`src/hdl/i2c_consts.svh`:
```
/*
 * I2C master constants
 * clock rates, bus field widths and the SCL half-period divider
 */
`ifndef I2C_CONSTS_SVH
`define I2C_CONSTS_SVH

`define I2C_SYS_CLK_HZ 10_000_000  // system clock
`define I2C_SPEED_HZ   1_000_000   // SCL bit rate

// system clocks per SCL half period, rounded up
`define I2C_HALF_DIV ((`I2C_SYS_CLK_HZ + 2 * `I2C_SPEED_HZ - 1) / (2 * `I2C_SPEED_HZ))

`define I2C_ADDR_W 7
`define I2C_BYTE_W 8
`define I2C_LEN_W  8  // byte counts for write and read

`endif

```
`src/hdl/i2c_bus_pkg.sv`:
```
/*
 * I2C bus types
 * pin drive requests, synchronized pin levels and the bit sequencer states
 */
`default_nettype none

package i2c_bus_pkg;

    typedef struct packed {
        logic sda_low;  // pull SDA low, else release
        logic scl_low;
    } line_drive_t;

    typedef struct packed {
        logic sda;
        logic scl;
        logic scl_rise;  // one cycle on synchronized SCL rising
    } line_sense_t;

    typedef enum logic [3:0] {
        idle, start_hi, start_fall, start_hold, addr_load, byte_load, bit_low, bit_high,
        ack_low, ack_high, ack_check, restart, stop_prep, stop_rise, done_st
    } seq_state_e;

endpackage

`default_nettype wire

```
`src/hdl/i2c_xfer_pkg.sv`:
```
/*
 * I2C transaction types
 * command, status, phase flags and remaining byte counts
 */
`default_nettype none

`include "i2c_consts.svh"

package i2c_xfer_pkg;

    typedef struct packed {
        logic [`I2C_ADDR_W-1:0] addr;
        logic [`I2C_LEN_W-1:0]  wr_len;
        logic [`I2C_LEN_W-1:0]  rd_len;
    } xfer_cmd_t;

    typedef struct packed {
        logic busy;
        logic done;       // one cycle at the end
        logic nack_addr;
        logic nack_data;
    } xfer_status_t;

    typedef struct packed {
        logic do_write;   // write phase active
        logic do_read;    // read phase active
        logic do_both;    // write then repeated START then read
        logic addr_byte;  // current byte is the address
    } xfer_phase_t;

    typedef struct packed {
        logic tx_left;
        logic rx_left;
        logic more_rx;    // next read byte is not the last
    } xfer_counts_t;

endpackage

`default_nettype wire

```
`src/hdl/i2c_cmd_regs.sv`:
```
/*
 * I2C command registers
 * start edge detection and launch, latched command, transaction phase
 * flags and remaining byte counters, stepped by the sequencer state
 */
`timescale 1ns/100ps
`default_nettype none

`include "i2c_consts.svh"

module i2c_cmd_regs (
    input  wire logic                      clk,
    input  wire logic                      rst_n,
    input  wire logic                      start,
    input  wire i2c_xfer_pkg::xfer_cmd_t    cmd,
    input  wire i2c_bus_pkg::seq_state_e    state,
    output logic                           launch,
    output i2c_xfer_pkg::xfer_cmd_t         cmd_q,
    output i2c_xfer_pkg::xfer_phase_t       phase,
    output i2c_xfer_pkg::xfer_counts_t      counts
);
    import i2c_bus_pkg::*;

    logic                  start_q;
    logic                  start_qq;
    logic                  go;
    logic                  check_q;  // was in ack_check last cycle
    logic [`I2C_LEN_W-1:0] tx_rem;
    logic [`I2C_LEN_W-1:0] rx_rem;

    // rising start, sequencer idle, something to move
    assign go = start_q & ~start_qq & (state == idle) &
                ((cmd.wr_len != '0) | (cmd.rd_len != '0));

    always_ff @(posedge clk or negedge rst_n) begin
        if (!rst_n) begin
            start_q  <= 1'b0;
            start_qq <= 1'b0;
            launch   <= 1'b0;
        end else begin
            start_q  <= start;
            start_qq <= start_q;
            launch   <= go;
        end
    end

    always_ff @(posedge clk) begin
        if (go) cmd_q <= cmd;
    end

    always_ff @(posedge clk or negedge rst_n) begin
        if (!rst_n) begin
            phase   <= '0;
            tx_rem  <= '0;
            rx_rem  <= '0;
            check_q <= 1'b0;
        end else begin
            check_q <= (state == ack_check);
            if (launch) begin
                phase.do_write  <= (cmd_q.wr_len != '0);
                phase.do_read   <= (cmd_q.rd_len != '0) && (cmd_q.wr_len == '0);
                phase.do_both   <= (cmd_q.rd_len != '0) && (cmd_q.wr_len != '0);
                phase.addr_byte <= 1'b0;
                tx_rem          <= cmd_q.wr_len;
                rx_rem          <= cmd_q.rd_len;
            end else begin
                case (state)
                    idle: begin
                        phase  <= '0;
                        tx_rem <= '0;
                        rx_rem <= '0;
                    end
                    addr_load: phase.addr_byte <= 1'b1;
                    ack_check: if (!check_q) begin  // once per ACK slot
                        if (phase.addr_byte)
                            phase.addr_byte <= 1'b0;
                        else if (phase.do_write && tx_rem != '0)
                            tx_rem <= tx_rem - 1'b1;
                        else if (phase.do_read && rx_rem != '0)
                            rx_rem <= rx_rem - 1'b1;
                    end
                    restart: begin  // read phase of a combined transfer
                        phase.do_write <= 1'b0;
                        phase.do_read  <= 1'b1;
                    end
                    default: ;
                endcase
            end
        end
    end

    assign counts = '{tx_left: (tx_rem != '0), rx_left: (rx_rem != '0), more_rx: (rx_rem > 1)};

endmodule

`default_nettype wire

```
`config.mk`:
```
export PLATFORM = sky130hd
export DESIGN_NAME = i2c_cmd_regs
export DESIGN_NICKNAME = d
export VERILOG_FILES = /design/src/hdl/i2c_bus_pkg.sv /design/src/hdl/i2c_xfer_pkg.sv /design/src/hdl/i2c_cmd_regs.sv
export VERILOG_INCLUDE_DIRS = /design/src /design/src/hdl
export SDC_FILE = /design/constraint.sdc
export NUM_CORES = 1
export LEC_CHECK = 0
export BUFFER_PORTS_ARGS = -buffer_cell sky130_fd_sc_hd__buf_4
export CORE_ASPECT_RATIO = 1.2
export CORE_UTILIZATION = 45
export CTS_CLUSTER_DIAMETER = 150
export DETAILED_ROUTE_END_ITERATION = 12
export PLACE_DENSITY_LB_ADDON = 0.2
export SLEW_MARGIN = 5
export SYNTH_ARGS = -nofsm -noshare
export SYNTH_HDL_FRONTEND = slang
export SYNTH_SLANG_ARGS = --single-unit
export TNS_END_PERCENT = 30
```
`constraint.sdc`:
```
create_clock -name clk -period 4.1 [get_ports clk]
set_clock_uncertainty 0.2 [all_clocks]
set_input_delay 0.615 -clock clk [delete_from_list [all_inputs] [get_ports clk]]
set_output_delay 0.615 -clock clk [all_outputs]
set_load 0.01 [all_outputs]
```
; ---- After elaboration in Yosys (flattened, before gate mapping)
; Index checks and enable logic that the tools add are counted.
[op_classes]
addsub = 2
mul = 0
div = 0
order_cmp = 1
eq_ne = 8
shifts = 0
muxes = 16
bitwise_logic = 5
n_reduce_logical = 19
[op_table]
columns = cell, n
row1 = 8-bit 2-to-1 mux, 9
row2 = 8-bit nonzero test, 6
row3 = 8-bit case mux with 2 select lines, 2
row4 = "8-bit by 1-bit subtractor with 8-bit output, second input constant", 2
row5 = "3-bit inequality test, second input constant", 3
row6 = "4-bit == test, second input constant", 2
row7 = "8-bit by 1-bit greater-than comparator with 1-bit output, second input constant", 1
row8 = 8-bit logical NOT, 1
row9 = "3-bit by 2-bit inequality test with 1-bit output, second input constant", 2
row10 = 3-bit nonzero test, 2
row11 = 5-bit AND reduction, 1
row12 = "4-bit by 3-bit == test with 1-bit output, second input constant", 1
row13 = 1-bit logical AND, 4
row14 = 4-bit logical NOT, 1
row15 = 4-bit 2-to-1 mux, 1
row16 = 2-bit case mux with 2 select lines, 1
row17 = 4-bit AND reduction, 1
row18 = 4-bit nonzero test, 1
row19 = 1-bit bitwise AND, 3
row20 = 1-bit case mux with 3 select lines, 1
row21 = 1-bit 2-to-1 mux, 2
row22 = 2-bit AND reduction, 1
row23 = 2-bit nonzero test, 1
row24 = 1-bit inverter, 1
row25 = 1-bit bitwise OR, 1
[word_totals]
register_bits = 47
latch_bits = 0
ramBits = 0
romBits = 0
elab_cells = 64
mem_count = 0

; ---- Longest topological paths before layout
; Gate-level depths: netlist of run 1.
[depth]
ltp_word = 8
ltp_mapped = 9

; ---- Worst setup path before layout of run 1
; OpenSTA, ideal clock, no wires.
[synth_path]
kind = in2reg
start = input state[1]
end = register cmd_q[0] in the netlist's numbering, enable pin
setup_ns = 0.383
t_arrival_ns = 1.710
setup_slack_ns = 1.807
path_stages = 2
path_cell_list = nor4_2 and4b_1
[synth_via]
elab_chain_len = 3
[synth_rtl]
columns = item, line_no
row1 = "start, declared", i2c_cmd_regs.sv:16  ; input wire i2c_bus_pkg::seq_state_e state,
row2 = 4-bit logical NOT, i2c_cmd_regs.sv:32  ; assign go = start_q & ~start_qq & (state == idle) &
row3 = 1-bit bitwise AND (2 in a row), i2c_cmd_regs.sv:32
row4 = net go, i2c_cmd_regs.sv:26  ; logic go;
row5 = "end signal, assigned", i2c_cmd_regs.sv:48  ; if (go) cmd_q <= cmd;
row6 = "end, declared", i2c_cmd_regs.sv:18  ; output i2c_xfer_pkg::xfer_cmd_t cmd_q,
; The timed path passes the listed nets, and every way through them passes these cells.
; A chain may end at the register's enable or synchronous reset.

; ---- Worst setup path in the final report of run 1
[layout_path]
start = register launch
end = output launch
[layout_lines]
columns = item, line_no
row1 = "start, declared", i2c_cmd_regs.sv:17  ; output logic launch,
row2 = "start signal, assigned", i2c_cmd_regs.sv:43  ; launch <= go;
; No word-level cell between the ends.

==> results.py, run 1 <==
metrics = {
    "status": {
        "status": "complete, no violations",
    },
    "timing": {
        "slew_headroom": 0.263,
        "max_clock_freq_ghz": 0.405,
        "setup_violations": 0,
        "slew_viol_final": 0,
        "hold_viol": 0,
        "timing.setup.tns_ns": 0,
        "worstMarginPinSlew_ns": 1.10,
        "hold_ws_ns": 0.00557,
        "post-route-period-util": 0.602,
        "rsz0062_at_grt": "no",
        "fin_ws_ns": 1.63,
        "min_period_ns": 2.47,
    },
    "grt": {
        "gr-total-overflow": 0,
        "antenna_found_initial": 0,
        "grt_start_max_net_pins": 36,
        "grt_pass1_wl_um": 8380,
        "grt_use_total": 0.209,
        "grt_pass1_vias": 1730,
    },
    "logic_synthesis": {
        "synth_cell_types": 47,
        "yosys_register_bits": 47,
        "syn_nets": 240,
        "syn_area_sq_um": 2320,
        "ys_seq_area_frac": 0.557,
        "syn_avg_cell_area_sq_um": 11.3,
        "yosys_warnings": 0,
        "synth_edf_count": 23,
        "yosysTopAreaCell": "edfxtp_1",
        "synth_area_leaders": "edfxtp_1 (30%), dfrtp_1 (26%), a21oi_1 (3.7%), nand2_1 (3.1%), o21ai_0 (3.0%)",
        "yosysTopAreaCellShare": 0.298,
        "netlist_instances": 205,
        "async_flop_share": 0.511,
        "synthFlopType": "dfrtp_1",
    },
    "die": {
        "die_height_um": 80.6,
        "core_region_area_sq_um": 4940,
        "die-area_sq_um": 5440,
        "die_x_um": 67.5,
        "start_util": 0.469,
        "std_cell_rows": 28,
        "num_io_pins": 61,
    },
    "min_path": {
        "holdCritPathClass": "in -> async",
    },
    "worst_setup_path": {
        "cpPeakStageDelay_ns": 1.08,
        "critPathArrivalTime_ns": 1.65,
        "critPathCaptureType": "output port",
        "worstPathRequired_ns": 3.28,
        "start_kind": "flop",
        "r2r-start": "launch$_DFF_PN0_",
        "crit_slowest_cell": "dfrtp_1",
        "crit_path_cell_trace": "buf_4",
        "crit_family": "flip-flops",
        "path_depth": 1,
        "path_max_fanout": 35,
        "crit_buf_inv": 1,
        "path_class": "reg -> out",
        "crit_path_start": "launch$_DFF_PN0_",
        "r2r_cells": 4,
    },
    "cts": {
        "numCtsBuffers": 5,
        "clk_latency_ns": 0.30,
        "cts_tree": "done",
        "cts_resized": 0,
        "postCtsSetupBuffers": 0,
        "clock_sinks": 47,
        "clock_path_buffers": 2,
        "cts_max_level": 2,
        "cts_root_buf": "clkbuf_8",
        "postCtsHoldBufs": 0,
        "path_clk_slew_ns": 0.09,
    },
    "power_and_ir_drop": {
        "leakage_nw": 1.16,
        "power_frac_seq": 0.480,
        "p_int_mw": 0.864,
        "clockPowerShare": 0.279,
        "p_sw_mw": 0.378,
        "vdd_drop_max_mv": 0.230,
        "p_sw_frac": 0.304,
        "power_frac_comb": 0.241,
        "powerDensity_nw_per_um2": 426,
    },
    "place": {
        "pre_cts_slack_ns": 1.36,
        "placement.io_buffers": 60,
        "dp.cells": 319,
        "dp_hpwl_um": 3770,
        "place.gp.congestion": 0.823,
    },
    "finish": {
        "antennaDiodeCount": 0,
        "final_util": 0.590,
        "final_common_cell": "buf_4",
        "nNetsFinal": 301,
        "final_cell_mix": "buf_4 (60), dfrtp_1 (24), edfxtp_1 (23)",
        "area_growth_pct": 25.7,
        "fin_cells": 327,
        "drive_above_1_share": 0.303,
    },
    "drt": {
        "ant_nets": 0,
        "drtIter0Drc": 157,
        "viasPerCell": 5.72,
        "wl_per_cell_um": 15.8,
        "drtPass1Iterations": 4,
        "vias": 1871,
        "wl_um": 5160,
        "drc": 0,
    },
    "flow_run": {
        "drv_cap": 0,
    },
}
logic make-up (layout without fill, tap and decap cells):
kind of cell	Yosys count	in the layout	synth area share
simple gates	73	73	0.175
flops	47	47	0.557
compound gates	59	59	0.179
fa+ha+maj	5	5	0.0270
xor+xnor	6	6	0.0227
mux	2	2	0.00863
buf+inv	13	75	0.0308
Yosys cell counts (2+ instances only):
library cell / n
dfrtp_1: 24
inv_1: 7
a211oi_1: 2
clkbuf_1: 3
mux2i_1: 2
nor3b_1: 2
nor4_1: 10
xnor2_1: 3
edfxtp_1: 23
nand2_1: 19
nor3_1: 5
or3_1: 3
a32o_1: 3
nor2_1: 16
ha_1: 5
nand4_1: 2
o31ai_1: 2
o21ai_0: 14
a22oi_1: 6
xor2_1: 3
a21o_2: 2
buf_6: 3
nand3_1: 6
a21oi_1: 17
power by group through the flow:
stage / Sequential [mW] / Clock [mW] / Combinational [mW]
global route: 0.604 / 0.370 / 0.335
CTS: 0.595 / 0.352 / 0.300
global placement: 0.604 / 0 / 0.297
finish: 0.596 / 0.346 / 0.299
floorplan: 0.593 / 0 / 0.200
detailed placement: 0.605 / 0 / 0.299
flip-flops by register name (all words and copies together) (netlist names):
name and cells:
cmd_q 23, rx_rem 8, tx_rem 8, phase 4, check_q 1, launch 1, start_q 1, start_qq 1
worst paths after layout:
kind | slack, ns | end
max | 1.63 | launch
min | 0.006 | rx_rem[7]$_DFFE_PN0P_
max reg2reg | 1.71 | rx_rem[1]$_DFFE_PN0P_
min reg2reg | 0.18 | start_qq$_DFF_PN0_
max in group asynchronous | 3.45 | phase[2]$_DFFE_PN0P_
min in group clk | 0.18 | start_qq$_DFF_PN0_
worst reg2reg max path, stage by stage (launching register included):
cell	delay [ns]
dfrtp_1	1.08
nand2b_1	0.46
a21o_2	0.19
and2b_2	0.21
mux2i_1	0.19
per-layer routing:
| layer | GRT usage | vias to the layer above | share of wire |
|---|---|---|---|
| met5 | 0 | - | 0 |
| met4 | 0.0809 | 0 | 0.016 |
| met3 | 0.0412 | 10 | 0.064 |
| met2 | 0.323 | 75 | 0.49 |
| met1 | 0.283 | 880 | 0.43 |
| li1 | - | 906 | - |
final cells by class:
cell class,count,area (sq um)
well taps,60,75.1
fillers,430,2030
inverters,7,26.3
clock inverters,3,46.3
flip-flops and latches,47,1290
multi-input cells,145,956
clock buffers,5,68.8
repair buffers,60,450
metrics by stage:
stage / cell area [sq um] / power (mW)
6_report: 2910 / 1.24
5_1_grt: 2910 / 1.31
4_1_cts: 2910 / 1.25
3_5_place_dp: 2800 / 0.904
3_3_place_gp: 2800 / 0.901
2_1_floorplan: 2320 / 0.793
Note: power is estimated with default switching activity, not from simulation.
==> run 2, diff against run 1 <==
==> constraint.sdc (replaced) <==
create_clock -name clk -period 2.5 [get_ports clk]
set_clock_uncertainty 0.2 [all_clocks]
set_input_delay 0.375 -clock clk [delete_from_list [all_inputs] [get_ports clk]]
set_output_delay 0.375 -clock clk [all_outputs]
set_load 0.01 [all_outputs]
==> run 2 against run 1 <==
Compared with the run above:
- utilization up 1.1 points
- power up 64%
- worst hold slack better by 0.045 ns
==> results.py, run 2 (synthesized netlist as in run 1, its figures left out) <==
metrics = {
    "drt": {
        "drtPass1Iterations": 4,
        "drtIter0Drc": 119,
        "vias": 1874,
        "drc": 0,
        "wl_per_cell_um": 16.1,
        "viasPerCell": 5.61,
        "ant_nets": 0,
        "wl_um": 5370,
    },
    "power_and_ir_drop": {
        "powerDensity_nw_per_um2": 685,
        "vdd_drop_max_mv": 0.438,
        "leakage_nw": 1.19,
    },
    "grt": {
        "grt_use_total": 0.215,
        "antenna_found_initial": 0,
        "grt_start_max_net_pins": 25,
        "grt_pass1_vias": 1792,
        "grt_pass1_wl_um": 8520,
        "gr-total-overflow": 0,
    },
    "worst_setup_path": {
        "r2r-end": "rx_rem[7]$_DFFE_PN0P_",
        "r2r_slack_ns": 0.22,
        "start_kind": "flop",
        "critPathArrivalTime_ns": 2.28,
        "crit_family": "simple AND/OR/NAND/NOR gates",
        "r2r-start": "tx_rem[0]$_DFFE_PN0P_",
        "r2r_cells": 7,
        "crit_buf_inv": 1,
        "path_max_fanout": 6,
        "crit_path_cell_trace": "inv_1 -> ha_1 -> nor3b_2 -> a21oi_2 -> nor3b_4 -> nand3_1 -> a32o_1",
        "crit_slowest_cell": "dfrtp_1",
        "worstPathRequired_ns": 2.49,
        "cpPeakStageDelay_ns": 0.43,
        "path_class": "reg -> reg",
        "critPathCaptureType": "flop",
    },
    "finish": {
        "drive_above_1_share": 0.314,
        "postLayoutCellArea_sq_um": 2970,
        "top_register": "cmd_q",
        "area_growth_pct": 28.1,
        "final_cell_mix": "buf_4 (65), dfrtp_1 (24), edfxtp_1 (23)",
        "antennaDiodeCount": 0,
        "seq_area_sq_um": 1290,
        "final_util": 0.601,
        "largest_reg_flops": 23,
        "reg_top3": "cmd_q: 23 flops, rx_rem: 8 flops, tx_rem: 8 flops",
        "final_common_cell": "buf_4",
        "multi_input_area_sq_um": 956,
        "nNetsFinal": 308,
        "fillers": 442,
    },
    "die": {
        "die_height_um": 80.6,
        "start_util": 0.469,
        "std_cell_rows": 28,
        "die_x_um": 67.5,
        "core_region_area_sq_um": 4940,
        "die-area_sq_um": 5440,
        "num_io_pins": 61,
    },
    "cts": {
        "cts_root_buf": "clkbuf_8",
        "clock_sinks": 47,
        "cts_tree": "done",
        "numCtsBuffers": 5,
        "clk_latency_ns": 0.30,
        "clock_path_buffers": 2,
        "cts_max_level": 2,
        "cts_resized": 0,
        "path_clk_slew_ns": 0.09,
        "postCtsHoldBufs": 2,
        "postCtsSetupBuffers": 0,
    },
    "min_path": {
        "holdCritPathClass": "in -> reg",
        "min_from": "cmd[21]",
        "min_to": "cmd_q[21]$_DFFE_PP_",
        "hold_depth": 1,
    },
    "status": {
        "status": "complete, no violations",
    },
    "place": {
        "placed_area_sq_um": 2840,
        "placement.io_buffers": 60,
        "pre_cts_slack_ns": 0.256,
        "dp_hpwl_um": 4000,
        "place.gp.congestion": 0.892,
    },
    "timing": {
        "fin_ws_ns": 0.218,
        "slew_viol_final": 0,
        "setup_violations": 0,
        "hold_viol": 0,
        "worstMarginPinSlew_ns": 0.566,
        "rsz0062_at_grt": "no",
        "post-route-period-util": 0.913,
        "min_period_ns": 2.28,
        "max_clock_freq_ghz": 0.438,
        "timing.setup.tns_ns": 0,
        "slew_headroom": 0.621,
    },
    "flow_run": {
        "drv_cap": 0,
    },
}
run 2: cell count changes in the layout (fill, tap and decap cells not counted):
| cell | before | now |
|---|---|---|
| clkinvlp_4 | 1 | 0 |
| clkinv_2 | 0 | 1 |
| dlygate4sd3_1 | 0 | 2 |
| clkinv_4 | 0 | 1 |
| inv_6 | 1 | 0 |
| buf_4 | 60 | 65 |
run 2: area by class of cell:
type                       instances  area share
sequential                        47       0.435
clock buffer                       5      0.0232
tap                               60      0.0253
timing repair buffer              67       0.171
inverter                           7     0.00885
multi-input combinational        145       0.322
clock inverter                     3      0.0147
run 2: stage by stage:
stage	hold WS (ns)	std cells	power, mW
floorplan	-0.121	205	1.30
global placement	0.0977	324	1.48
detailed placement	0.0991	324	1.49
global route	0.0344	334	2.15
finish	0.0503	334	2.04
CTS	0.0405	334	2.05
run 2: per-layer routing:
layer / vias to the layer above / part of all wire / global-route usage
met3: 4 / 0.057 / 0.0398
met2: 60 / 0.50 / 0.348
met1: 894 / 0.43 / 0.275
li1: 916 / - / -
met4: 0 / 0.013 / 0.0936
met5: - / 0 / 0
run 2: how the worst max path moves through the flow:
stage	startpoint	to	slack [ns]	cells past startpoint
finish	tx_rem[0]$_DFFE_PN0P_	rx_rem[7]$_DFFE_PN0P_	0.22	7
global route	tx_rem[0]$_DFFE_PN0P_	tx_rem[6]$_DFFE_PN0P_	0.02	6
CTS	tx_rem[0]$_DFFE_PN0P_	rx_rem[7]$_DFFE_PN0P_	0.23	7
detailed placement	tx_rem[0]$_DFFE_PN0P_	tx_rem[6]$_DFFE_PN0P_	0.26	6
global placement	tx_rem[0]$_DFFE_PN0P_	tx_rem[4]$_DFFE_PN0P_	0.33	7
floorplan	state[1]	cmd_q[0]$_DFFE_PP_	0.45	2
run 2: report_power, final:
group / switching (mW) / total [mW] / internal, mW
Clock: 0.256 / 0.554 / 0.298
Combinational: 0.263 / 0.502 / 0.239
Sequential: 0.0970 / 0.979 / 0.882
Total: 0.617 / 2.04 / 1.42
