## config.mk

```make
export PLATFORM = sky130hd
export DESIGN_NAME = i2c_bit_sequencer
export DESIGN_NICKNAME = d
export VERILOG_FILES = /design/src/hdl/i2c_bus_pkg.sv /design/src/hdl/i2c_xfer_pkg.sv /design/src/hdl/i2c_bit_sequencer.sv
export VERILOG_INCLUDE_DIRS = /design/src /design/src/hdl
export SDC_FILE = /design/constraint.sdc
export NUM_CORES = 1
export LEC_CHECK = 0
export BUFFER_PORTS_ARGS = -buffer_cell sky130_fd_sc_hd__buf_2
export CORE_MARGIN = 2
export CORE_UTILIZATION = 50
export DETAILED_ROUTE_END_ITERATION = 8
export HOLD_SLACK_MARGIN = 0.02
export PLACE_DENSITY = 0.79
export SLEW_MARGIN = 20
export SYNTH_ARGS = -nofsm -noshare
export SYNTH_HDL_FRONTEND = slang
export SYNTH_SLANG_ARGS = --single-unit
```

## constraint.sdc

```tcl
create_clock -name clk -period 3.04 [get_ports clk]
set_input_delay 0.608 -clock clk [delete_from_list [all_inputs] [get_ports clk]]
set_output_delay 0.608 -clock clk [all_outputs]
set_load 0.02 [all_outputs]
```

## src/hdl/i2c_consts.svh

```systemverilog
/*
 * I2C master constants
 * clock rates, bus field widths and the SCL half-period divider
 */
`ifndef I2C_CONSTS_SVH
`define I2C_CONSTS_SVH

`define I2C_SYS_CLK_HZ 10_000_000  // system clock
`define I2C_SPEED_HZ   1_000_000   // SCL bit rate

// system clocks per SCL half period, rounded up
`define I2C_HALF_DIV ((`I2C_SYS_CLK_HZ + 2 * `I2C_SPEED_HZ - 1) / (2 * `I2C_SPEED_HZ))

`define I2C_ADDR_W 7
`define I2C_BYTE_W 8
`define I2C_LEN_W  8  // byte counts for write and read

`endif

```

## src/hdl/i2c_bus_pkg.sv

```systemverilog
/*
 * I2C bus types
 * pin drive requests, synchronized pin levels and the bit sequencer states
 */
`default_nettype none

package i2c_bus_pkg;

    typedef struct packed {
        logic sda_low;  // pull SDA low, else release
        logic scl_low;
    } line_drive_t;

    typedef struct packed {
        logic sda;
        logic scl;
        logic scl_rise;  // one cycle on synchronized SCL rising
    } line_sense_t;

    typedef enum logic [3:0] {
        idle, start_hi, start_fall, start_hold, addr_load, byte_load, bit_low, bit_high,
        ack_low, ack_high, ack_check, restart, stop_prep, stop_rise, done_st
    } seq_state_e;

endpackage

`default_nettype wire

```

## src/hdl/i2c_xfer_pkg.sv

```systemverilog
/*
 * I2C transaction types
 * command, status, phase flags and remaining byte counts
 */
`default_nettype none

`include "i2c_consts.svh"

package i2c_xfer_pkg;

    typedef struct packed {
        logic [`I2C_ADDR_W-1:0] addr;
        logic [`I2C_LEN_W-1:0]  wr_len;
        logic [`I2C_LEN_W-1:0]  rd_len;
    } xfer_cmd_t;

    typedef struct packed {
        logic busy;
        logic done;       // one cycle at the end
        logic nack_addr;
        logic nack_data;
    } xfer_status_t;

    typedef struct packed {
        logic do_write;   // write phase active
        logic do_read;    // read phase active
        logic do_both;    // write then repeated START then read
        logic addr_byte;  // current byte is the address
    } xfer_phase_t;

    typedef struct packed {
        logic tx_left;
        logic rx_left;
        logic more_rx;    // next read byte is not the last
    } xfer_counts_t;

endpackage

`default_nettype wire

```

## src/hdl/i2c_bit_sequencer.sv

```systemverilog
/*
 * I2C bit sequencer
 * FSM for START, address and data bits, ACK/NACK, repeated START and STOP.
 * Waits for SCL to rise on every high phase and holds SCL low while
 * the write stream is empty or the read stream is stalled.
 */
`timescale 1ns/100ps
`default_nettype none

`include "i2c_consts.svh"

module i2c_bit_sequencer (
    input  wire logic                      clk,
    input  wire logic                      rst_n,
    input  wire logic                      tick,
    input  wire logic                      launch,
    input  wire i2c_bus_pkg::line_sense_t   sense,
    input  wire i2c_xfer_pkg::xfer_cmd_t    cmd_q,
    input  wire i2c_xfer_pkg::xfer_phase_t  phase,
    input  wire i2c_xfer_pkg::xfer_counts_t counts,
    output i2c_bus_pkg::line_drive_t        drive,
    output i2c_bus_pkg::seq_state_e         state,
    output i2c_xfer_pkg::xfer_status_t      status,
    input  wire logic [`I2C_BYTE_W-1:0]    wr_data,
    input  wire logic                      wr_valid,
    input  wire logic                      rd_ready,
    output logic                           wr_ready,
    output logic [`I2C_BYTE_W-1:0]         rd_data,
    output logic                           rd_valid
);
    import i2c_bus_pkg::*;

    seq_state_e             next;
    logic [`I2C_BYTE_W-1:0] shift_q;  // outgoing bits, MSB first
    logic [`I2C_BYTE_W-1:0] rx_q;
    logic [3:0]             bit_cnt;
    logic                   scl_seen;  // SCL has risen in this high phase
    logic                   settled;   // counts updated for this ACK slot
    logic                   nack_addr;
    logic                   nack_data;
    logic                   sending;
    logic                   stall;
    logic                   wr_take;
    logic                   rx_done;

    assign sending  = phase.addr_byte | phase.do_write;
    assign stall    = rd_valid & ~rd_ready;
    assign wr_ready = (state == byte_load);
    assign wr_take  = wr_valid & wr_ready;
    assign rx_done  = (state == bit_high) && (next == ack_low) && !sending;

    assign status = '{busy: (state != idle), done: (state == done_st),
                      nack_addr: nack_addr, nack_data: nack_data};

    always_comb begin
        next = state;
        case (state)
            idle:       if (launch) next = start_hi;
            start_hi:   if (tick && sense.scl && sense.sda) next = start_fall;
            start_fall: next = start_hold;
            start_hold: if (tick) next = addr_load;
            addr_load:  next = bit_low;
            byte_load:  if (wr_take) next = bit_low;
            bit_low:    if (tick) next = bit_high;
            bit_high:   if (tick && scl_seen) next = (bit_cnt == 4'd8) ? ack_low : bit_low;
            ack_low:    if (tick) next = ack_high;
            ack_high:   if (tick && scl_seen) next = ack_check;
            ack_check: begin
                if (settled && !stall) begin
                    if (nack_addr || nack_data)
                        next = stop_prep;
                    else if (phase.do_both && phase.do_write && !counts.tx_left)
                        next = restart;
                    else if (phase.do_write)
                        next = counts.tx_left ? byte_load : stop_prep;
                    else
                        next = counts.rx_left ? bit_low : stop_prep;
                end
            end
            restart:    if (tick) next = start_hi;
            stop_prep:  if (tick) next = stop_rise;
            stop_rise:  if (tick && sense.scl) next = done_st;
            done_st:    next = idle;
            default:    next = idle;
        endcase
    end

    always_ff @(posedge clk or negedge rst_n) begin
        if (!rst_n) begin
            state     <= idle;
            drive     <= '0;  // both lines released
            bit_cnt   <= '0;
            scl_seen  <= 1'b0;
            settled   <= 1'b0;
            nack_addr <= 1'b0;
            nack_data <= 1'b0;
            rd_valid  <= 1'b0;
        end else begin
            state   <= next;
            settled <= (state == ack_check);

            drive.scl_low <= next inside {addr_load, byte_load, bit_low, ack_low,
                                          ack_check, restart, stop_prep};

            // SDA moves one cycle after SCL is already low
            case (state)
                bit_low:   drive.sda_low <= sending & ~shift_q[`I2C_BYTE_W-1];
                ack_low:   drive.sda_low <= ~sending & counts.more_rx;  // ACK unless last
                restart:   drive.sda_low <= 1'b0;
                stop_prep: drive.sda_low <= 1'b1;
                default: ;
            endcase
            if (next inside {idle, start_hi, done_st})
                drive.sda_low <= 1'b0;
            else if (next inside {start_fall, start_hold})
                drive.sda_low <= 1'b1;  // START while SCL high

            if (state inside {bit_low, ack_low})
                scl_seen <= 1'b0;
            else if (sense.scl_rise)
                scl_seen <= 1'b1;

            if (state inside {addr_load, ack_low})
                bit_cnt <= '0;
            else if (state == bit_high && sense.scl_rise)
                bit_cnt <= bit_cnt + 1'b1;

            if (next == idle) begin
                nack_addr <= 1'b0;
                nack_data <= 1'b0;
            end else if (state == ack_high && sense.scl_rise) begin
                if (phase.addr_byte)
                    nack_addr <= sense.sda;
                else if (phase.do_write)
                    nack_data <= sense.sda;
            end

            if (rx_done)
                rd_valid <= 1'b1;  // offered at the start of the ACK slot
            else if (rd_ready)
                rd_valid <= 1'b0;
        end
    end

    always_ff @(posedge clk) begin
        if (state == addr_load)
            shift_q <= {cmd_q.addr, phase.do_read};  // R/W bit last
        else if (wr_take)
            shift_q <= wr_data;
        else if (state == bit_high && sense.scl_rise && sending)
            shift_q <= {shift_q[`I2C_BYTE_W-2:0], 1'b0};

        if (state == bit_high && sense.scl_rise && !sending)
            rx_q <= {rx_q[`I2C_BYTE_W-2:0], sense.sda};

        if (rx_done) rd_data <= rx_q;
    end

endmodule

`default_nettype wire

```

Word level (Yosys, flattened, before mapping)
Cells that the tools add are included.
{"block": "word_totals", "regBits": 39, "input_bits": 47}
{"block": "classes", "n_addsub": 1, "n_eq_ne": 27, "muxes": 38, "bitwise": 8, "reduce_logical": 34}
{"cell": "4-bit two-way mux", "n": 20}
{"cell": "4-bit one-hot mux with 14 select lines", "n": 1}
{"cell": "4-bit == test, second input constant", "n": 13}
{"cell": "4-bit by 3-bit == test with 1-bit output, second input constant", "n": 7}
{"cell": "8-bit two-way mux", "n": 3}
{"cell": "2-bit nonzero test", "n": 9}
{"cell": "4-bit by 2-bit == test with 1-bit output, second input constant", "n": 4}
{"cell": "1-bit two-way mux", "n": 13}
{"cell": "1-bit logical AND", "n": 12}
{"cell": "4-bit by 1-bit == test with 1-bit output, second input constant", "n": 2}
{"cell": "4-bit zero test", "n": 2}
{"cell": "7-bit nonzero test", "n": 1}
{"cell": "3-bit nonzero test", "n": 2}
{"cell": "6-bit nonzero test", "n": 1}
{"cell": "4-bit by 1-bit adder with 4-bit output, second input constant", "n": 1}
{"cell": "1-bit AND", "n": 4}
{"cell": "1-bit one-hot mux with 4 select lines", "n": 1}
{"cell": "4-bit nonzero test", "n": 1}
{"cell": "1-bit zero test", "n": 3}
{"cell": "1-bit inverter", "n": 3}
{"cell": "3-bit AND reduction", "n": 1}
{"cell": "2-bit by 1-bit != test with 1-bit output, second input constant", "n": 1}
{"cell": "2-bit AND reduction", "n": 1}
{"cell": "1-bit logical OR", "n": 1}
{"cell": "1-bit bitwise OR", "n": 1}

Logic depth before layout (Yosys ltp)
{"block": "logic_depth", "ltp_word": 10, "ltp_mapped": 8, "ltp_nobuf": 8}

Worst setup path after synthesis
Ideal clock, no wire load.
{"block": "synth_timing", "kind": "input -> register", "start": "input port tick", "end": "register rd_data[0] (enable)", "arrival_time_ns": 2.208, "slack_ns": 0.437, "stages": 5, "cell_sequence": "buf_2 -> nand4_1 -> o31ai_1 -> o211ai_2 -> nor4_1"}
{"block": "synth_via", "elab_chain_len": 7, "word_cells_on_any_way": 16, "cone_classes": "1 x eq/ne; 10 x mux; 5 x reduce/logical"}
{"element": "start, declared", "line": "i2c_bit_sequencer.sv:15", "source": "input wire logic tick,"}
{"element": "1-bit logical AND", "line": "i2c_bit_sequencer.sv:59, i2c_bit_sequencer.sv:82"}
{"element": "1-bit logical AND", "line": "i2c_bit_sequencer.sv:59", "source": "start_hi: if (tick && sense.scl && sense.sda) next = start_fall;"}
{"element": "4-bit two-way mux", "line": "i2c_bit_sequencer.sv:59"}
{"element": "4-bit one-hot mux with 14 select lines (*)", "line": "i2c_bit_sequencer.sv:57", "source": "case (state)"}
{"element": "via next[2]", "line": "i2c_bit_sequencer.sv:33", "source": "seq_state_e next;"}
{"element": "4-bit == test (*)", "line": "i2c_bit_sequencer.sv:50", "source": "assign rx_done = (state == bit_high) && (next == ack_low) && !sending;"}
{"element": "1-bit logical AND (*) (2 in a row)", "line": "i2c_bit_sequencer.sv:50"}
{"element": "via rx_done", "line": "i2c_bit_sequencer.sv:44", "source": "logic rx_done;"}
{"element": "end signal, assigned", "line": "i2c_bit_sequencer.sv:156", "source": "if (rx_done) rd_data <= rx_q;"}
{"element": "end, declared", "line": "i2c_bit_sequencer.sv:28", "source": "output logic [`I2C_BYTE_W-1:0] rd_data,"}
Mark *: on every way through the listed nets, which the timed path passes. The rest lies on a longest branch.
A chain may end at the register's enable or synchronous reset.

Worst setup path after layout
{"block": "layout_timing", "start": "register state[3]", "end": "register drive[1] in the netlist's numbering"}
{"block": "layout_via", "elab_chain_len": 8, "word_cells_on_any_way": 39, "cone_classes": "17 x eq/ne; 16 x mux; 1 x bitwise; 5 x reduce/logical"}
{"element": "start, declared", "line": "i2c_bit_sequencer.sv:22", "source": "output i2c_bus_pkg::seq_state_e state,"}
{"element": "start signal, assigned", "line": "i2c_bit_sequencer.sv:90", "source": "state <= idle;"}
{"element": "start signal, assigned", "line": "i2c_bit_sequencer.sv:99", "source": "state <= next;"}
{"element": "4-bit by 3-bit == test with 1-bit output", "line": "i2c_bit_sequencer.sv:48, i2c_bit_sequencer.sv:57"}
{"element": "1-bit AND", "line": "i2c_bit_sequencer.sv:49", "source": "assign wr_take = wr_valid & wr_ready;"}
{"element": "4-bit two-way mux", "line": "i2c_bit_sequencer.sv:63", "source": "byte_load: if (wr_take) next = bit_low;"}
{"element": "4-bit one-hot mux with 14 select lines (*)", "line": "i2c_bit_sequencer.sv:57"}
{"element": "via next[2]", "line": "i2c_bit_sequencer.sv:33"}
{"element": "4-bit by 2-bit == test with 1-bit output", "line": "i2c_bit_sequencer.sv:115", "source": "else if (next inside {start_fall, start_hold})"}
{"element": "2-bit nonzero test", "line": "i2c_bit_sequencer.sv:115"}
{"element": "1-bit two-way mux", "line": "i2c_bit_sequencer.sv:115"}
{"element": "1-bit two-way mux", "line": "i2c_bit_sequencer.sv:113", "source": "if (next inside {idle, start_hi, done_st})"}
{"element": "end, declared", "line": "i2c_bit_sequencer.sv:21", "source": "output i2c_bus_pkg::line_drive_t drive,"}
Marked as above.

==> flow_summary.yaml <==
run_status:
  status: "finished, final reports clean"
clocking:
  ctsLongestPathBuffers: 2
  clk_pin_slew_ns: 0.08
  htreeDepth: 2
  post_cts_resized: 0
  numClockSinks: 39
  cts_tree: "done"
  cts-buffers-inserted: 5
  cts_post_setup_buffers_inserted: 0
  clock_tree_root_driver_cell: "sky130_fd_sc_hd__clkbuf_8"
  clk_latency_ns: 0.29
  holdBufCountCts: 0
place:
  io_buffers: 50
  gp_routability_congestion: 0.783
  dp.final_hpwl_um: 3280
  detailed_place.area_um2: 2390
sta:
  setup_tns_ns: 0
  finalClockSkew_ns: 0.00485
  timing.final.setup_violations: 0
  finalWorstPathRequiredPeriod_ns: 2.41
  timing_max_transition_violations_final: 0
  slew-limit-headroom_pct: 56.6
  min_period_over_period_pct: 79.2
  rsz0062_at_grt: "no"
  hold_violations: 0
  worst_slew_pin_slew_ns: 0.650
  maxClockFrequency_mhz: 415
flow_run:
  max_cap_viol_count: 0
setup_path:
  critical_path_required_ns: 3.20
  worstRegToRegCells: 6
  crit_family: "flip-flops"
  cp.depth: 6
  critPathMaxFanout: 23
  maximum_single_stage_delay_on_the_critical_path_ns: 0.77
  data_arrival_time_of_the_critical_path_ns: 2.56
  cp_max_stage_cell: "sky130_fd_sc_hd__dfrtp_1"
  criticalPathCategory: "reg2reg"
  path_buf_inv: 0
  end_kind: "flop"
  crit_path_start_kind: "flop"
  cp_cell_sequence: "nor4bb_4, nand3_1, o211ai_2, nor2_1, a221oi_1, a211oi_1"
layout:
  final_layout_size_suffix_gt1_share_pct: 29.0
  finish.net_count: 296
  filler_cell_count: 354
  design_area_um2: 2500
  insertedDiodeCount: 0
  area_used_by_sequential_logic_in_the_layout_um2: 1100
  areaGrowthSynthToFinish_pct: 19.4
  multi_input_comb_area_um2: 902
global_route:
  grt_start_max_net_pins: 24
  grt_pass1_wl_um: 7240
  grt_pass1_vias: 1619
  antenna_found_initial: 0
  grt_util_all_layers_pct: 20.9
  grt.overflow.total: 0
floorplanning:
  floorplan.die_area_um2: 4730
  row_count: 23
  die_y_um: 68.7
  floorplan.core_area_um2: 4030
  chipWidth_um: 68.7
  top_level_ports: 67
  start_util_pct: 52.0
route:
  post_drt_wl_per_cell_um: 15.3
  drc_errors: 0
  num_vias: 1722
  vias_per_cell: 5.78
  first_pass_iteration_count_of_the_detailed_router: 4
  drt_wl_total_um: 4570
  final_antenna_net_count: 0
  dr.first_iter.drc_count: 103
logic_synthesis:
  post_synth_num_cell_types: 52
  syn-instance-count: 196
  yosys_register_bits: 39
  synth_warnings: 0
  syn_area_per_cell_um2: 10.7
  synthArstFlopShare_pct: 38.5
  syn_nets: 245
  synth-seq-area-share_pct: 52.3
  post_synth_instance_area_um2: 2100
  yosys_most_used_dff: "sky130_fd_sc_hd__edfxtp_1"
  synth-edff-count: 24
power:
  leakage_uw: 0.00106
  irDropWorstVdd_mv: 0.446
  cellPowerDensity_nw_per_um2: 781
  design_power_total_uw: 1950
min_path:
  worstHoldPathType: "in2async"
-- power by group --
part / switching, µW / internal (µW) / total (µW) / leakage (µW)
sequential: 121 / 713 / 833 / 0.000406
combinational: 394 / 299 / 693 / 0.000599
clock: 184 / 244 / 428 / 0.0000581
-- state kept, by name, indices dropped and copies added, names as in the netlist --
register / flops
rd_data: 8
settled: 1
rx_q: 8
nack_addr: 1
nack_data: 1
drive: 2
state: 4
scl_seen: 1
bit_cnt: 4
rd_valid: 1
shift_q: 8
-- through the flow --
step,utilization [%],std cells,hold slack (ns),worst slack (ns)
floorplan,-,196,0.312,0.437
global placement,59.3,290,0.402,0.720
detailed placement,59.3,290,0.426,0.648
CTS,62.1,298,0.231,0.638
global route,62.1,298,0.228,0.415
finish,62.1,298,0.219,0.633
-- synth_stat cells, types with 2 or more instances --
library cell	n	area (µm²)
sky130_fd_sc_hd__edfxtp_1	24	721
sky130_fd_sc_hd__clkbuf_1	4	15.0
sky130_fd_sc_hd__a31oi_1	2	12.5
sky130_fd_sc_hd__inv_1	7	26.3
sky130_fd_sc_hd__xor2_1	3	26.3
sky130_fd_sc_hd__nand2b_1	4	25.0
sky130_fd_sc_hd__a21oi_1	9	45.0
sky130_fd_sc_hd__nor3_1	6	30.0
sky130_fd_sc_hd__nand3b_1	2	15.0
sky130_fd_sc_hd__or3_1	3	18.8
sky130_fd_sc_hd__a211oi_1	3	22.5
sky130_fd_sc_hd__buf_2	6	30.0
sky130_fd_sc_hd__nor2b_1	5	31.3
sky130_fd_sc_hd__dfrtp_1	15	375
sky130_fd_sc_hd__nand2_1	20	75.1
sky130_fd_sc_hd__nand4_1	4	25.0
sky130_fd_sc_hd__nand3_1	4	20.0
sky130_fd_sc_hd__o21ai_0	17	85.1
sky130_fd_sc_hd__nor4_1	2	12.5
sky130_fd_sc_hd__buf_4	2	15.0
sky130_fd_sc_hd__mux2i_1	9	90.1
sky130_fd_sc_hd__ha_1	2	25.0
sky130_fd_sc_hd__o211ai_1	2	15.0
sky130_fd_sc_hd__nor2_1	12	45.0
sky130_fd_sc_hd__o211ai_2	2	25.0
-- cell type report --
type,count,area share [%]
sequential,39,43.8
tap,50,2.50
inverter,7,1.05
clock inverter,3,1.75
clock buffer,5,2.75
timing repair buffer,57,12.1
multi-input combinational,137,36.0
-- kinds of logic (layout without fill, tap and decap cells) --
kind of cell / count (synthesis) / count (layout) / share of synthesized area [%]
muxes: 11 / 11 / 5.55
adders and majority gates: 2 / 2 / 1.19
DFF: 39 / 39 / 52.3
and+or+nand+nor: 69 / 69 / 18.3
AOI/OAI and AO/OA: 51 / 51 / 16.4
xor gates and xnor gates: 4 / 4 / 1.67
buffers and inverters: 20 / 72 / 4.66
-- placed cells by master (no fill, tap or decap), types with 4 or more instances in the layout --
master | synthesis | routed
sky130_fd_sc_hd__a21oi_1 | 9 | 9
sky130_fd_sc_hd__buf_2 | 6 | 50
sky130_fd_sc_hd__buf_4 | 2 | 7
sky130_fd_sc_hd__clkbuf_8 | 0 | 5
sky130_fd_sc_hd__dfrtp_1 | 15 | 15
sky130_fd_sc_hd__edfxtp_1 | 24 | 24
sky130_fd_sc_hd__inv_1 | 7 | 7
sky130_fd_sc_hd__mux2i_1 | 9 | 9
sky130_fd_sc_hd__nand2_1 | 20 | 20
sky130_fd_sc_hd__nand2b_1 | 4 | 4
sky130_fd_sc_hd__nand3_1 | 4 | 4
sky130_fd_sc_hd__nand4_1 | 4 | 4
sky130_fd_sc_hd__nor2_1 | 12 | 12
sky130_fd_sc_hd__nor2b_1 | 5 | 5
sky130_fd_sc_hd__nor3_1 | 6 | 6
sky130_fd_sc_hd__o21ai_0 | 17 | 17
-- layer usage --
metal  share of wire [%]  global-route usage [%]  vias up
li1                    -                       -      847
met1                  43                    26.3      807
met2                  49                    34.5       57
met3                 5.9                    5.19       11
met4                 2.2                    8.09        0
met5                   0                       0        -
-- final timing paths --
| check | from | to | slack, ns |
|---|---|---|---|
| setup / recovery | state[3] | drive[1] | 0.63 |
| hold / removal | rst_n | drive[0] | 0.22 |
| setup reg to reg | state[3] | drive[1] | 0.63 |
| hold reg to reg | rx_q[7] | rd_data[7] | 0.44 |
| max in group asynchronous | rst_n | bit_cnt[2] | 2.55 |
| min in group clk | rx_q[7] | rd_data[7] | 0.44 |
-- worst reg2reg max path, stage by stage, from the launching register on --
cell and delay (ns):
sky130_fd_sc_hd__dfrtp_1 0.77, sky130_fd_sc_hd__nor4bb_4 0.50, sky130_fd_sc_hd__nand3_1 0.17, sky130_fd_sc_hd__o211ai_2 0.41, sky130_fd_sc_hd__nor2_1 0.10, sky130_fd_sc_hd__a221oi_1 0.24
sky130_fd_sc_hd__a211oi_1 0.09
Power figures use the tool's default switching activity.
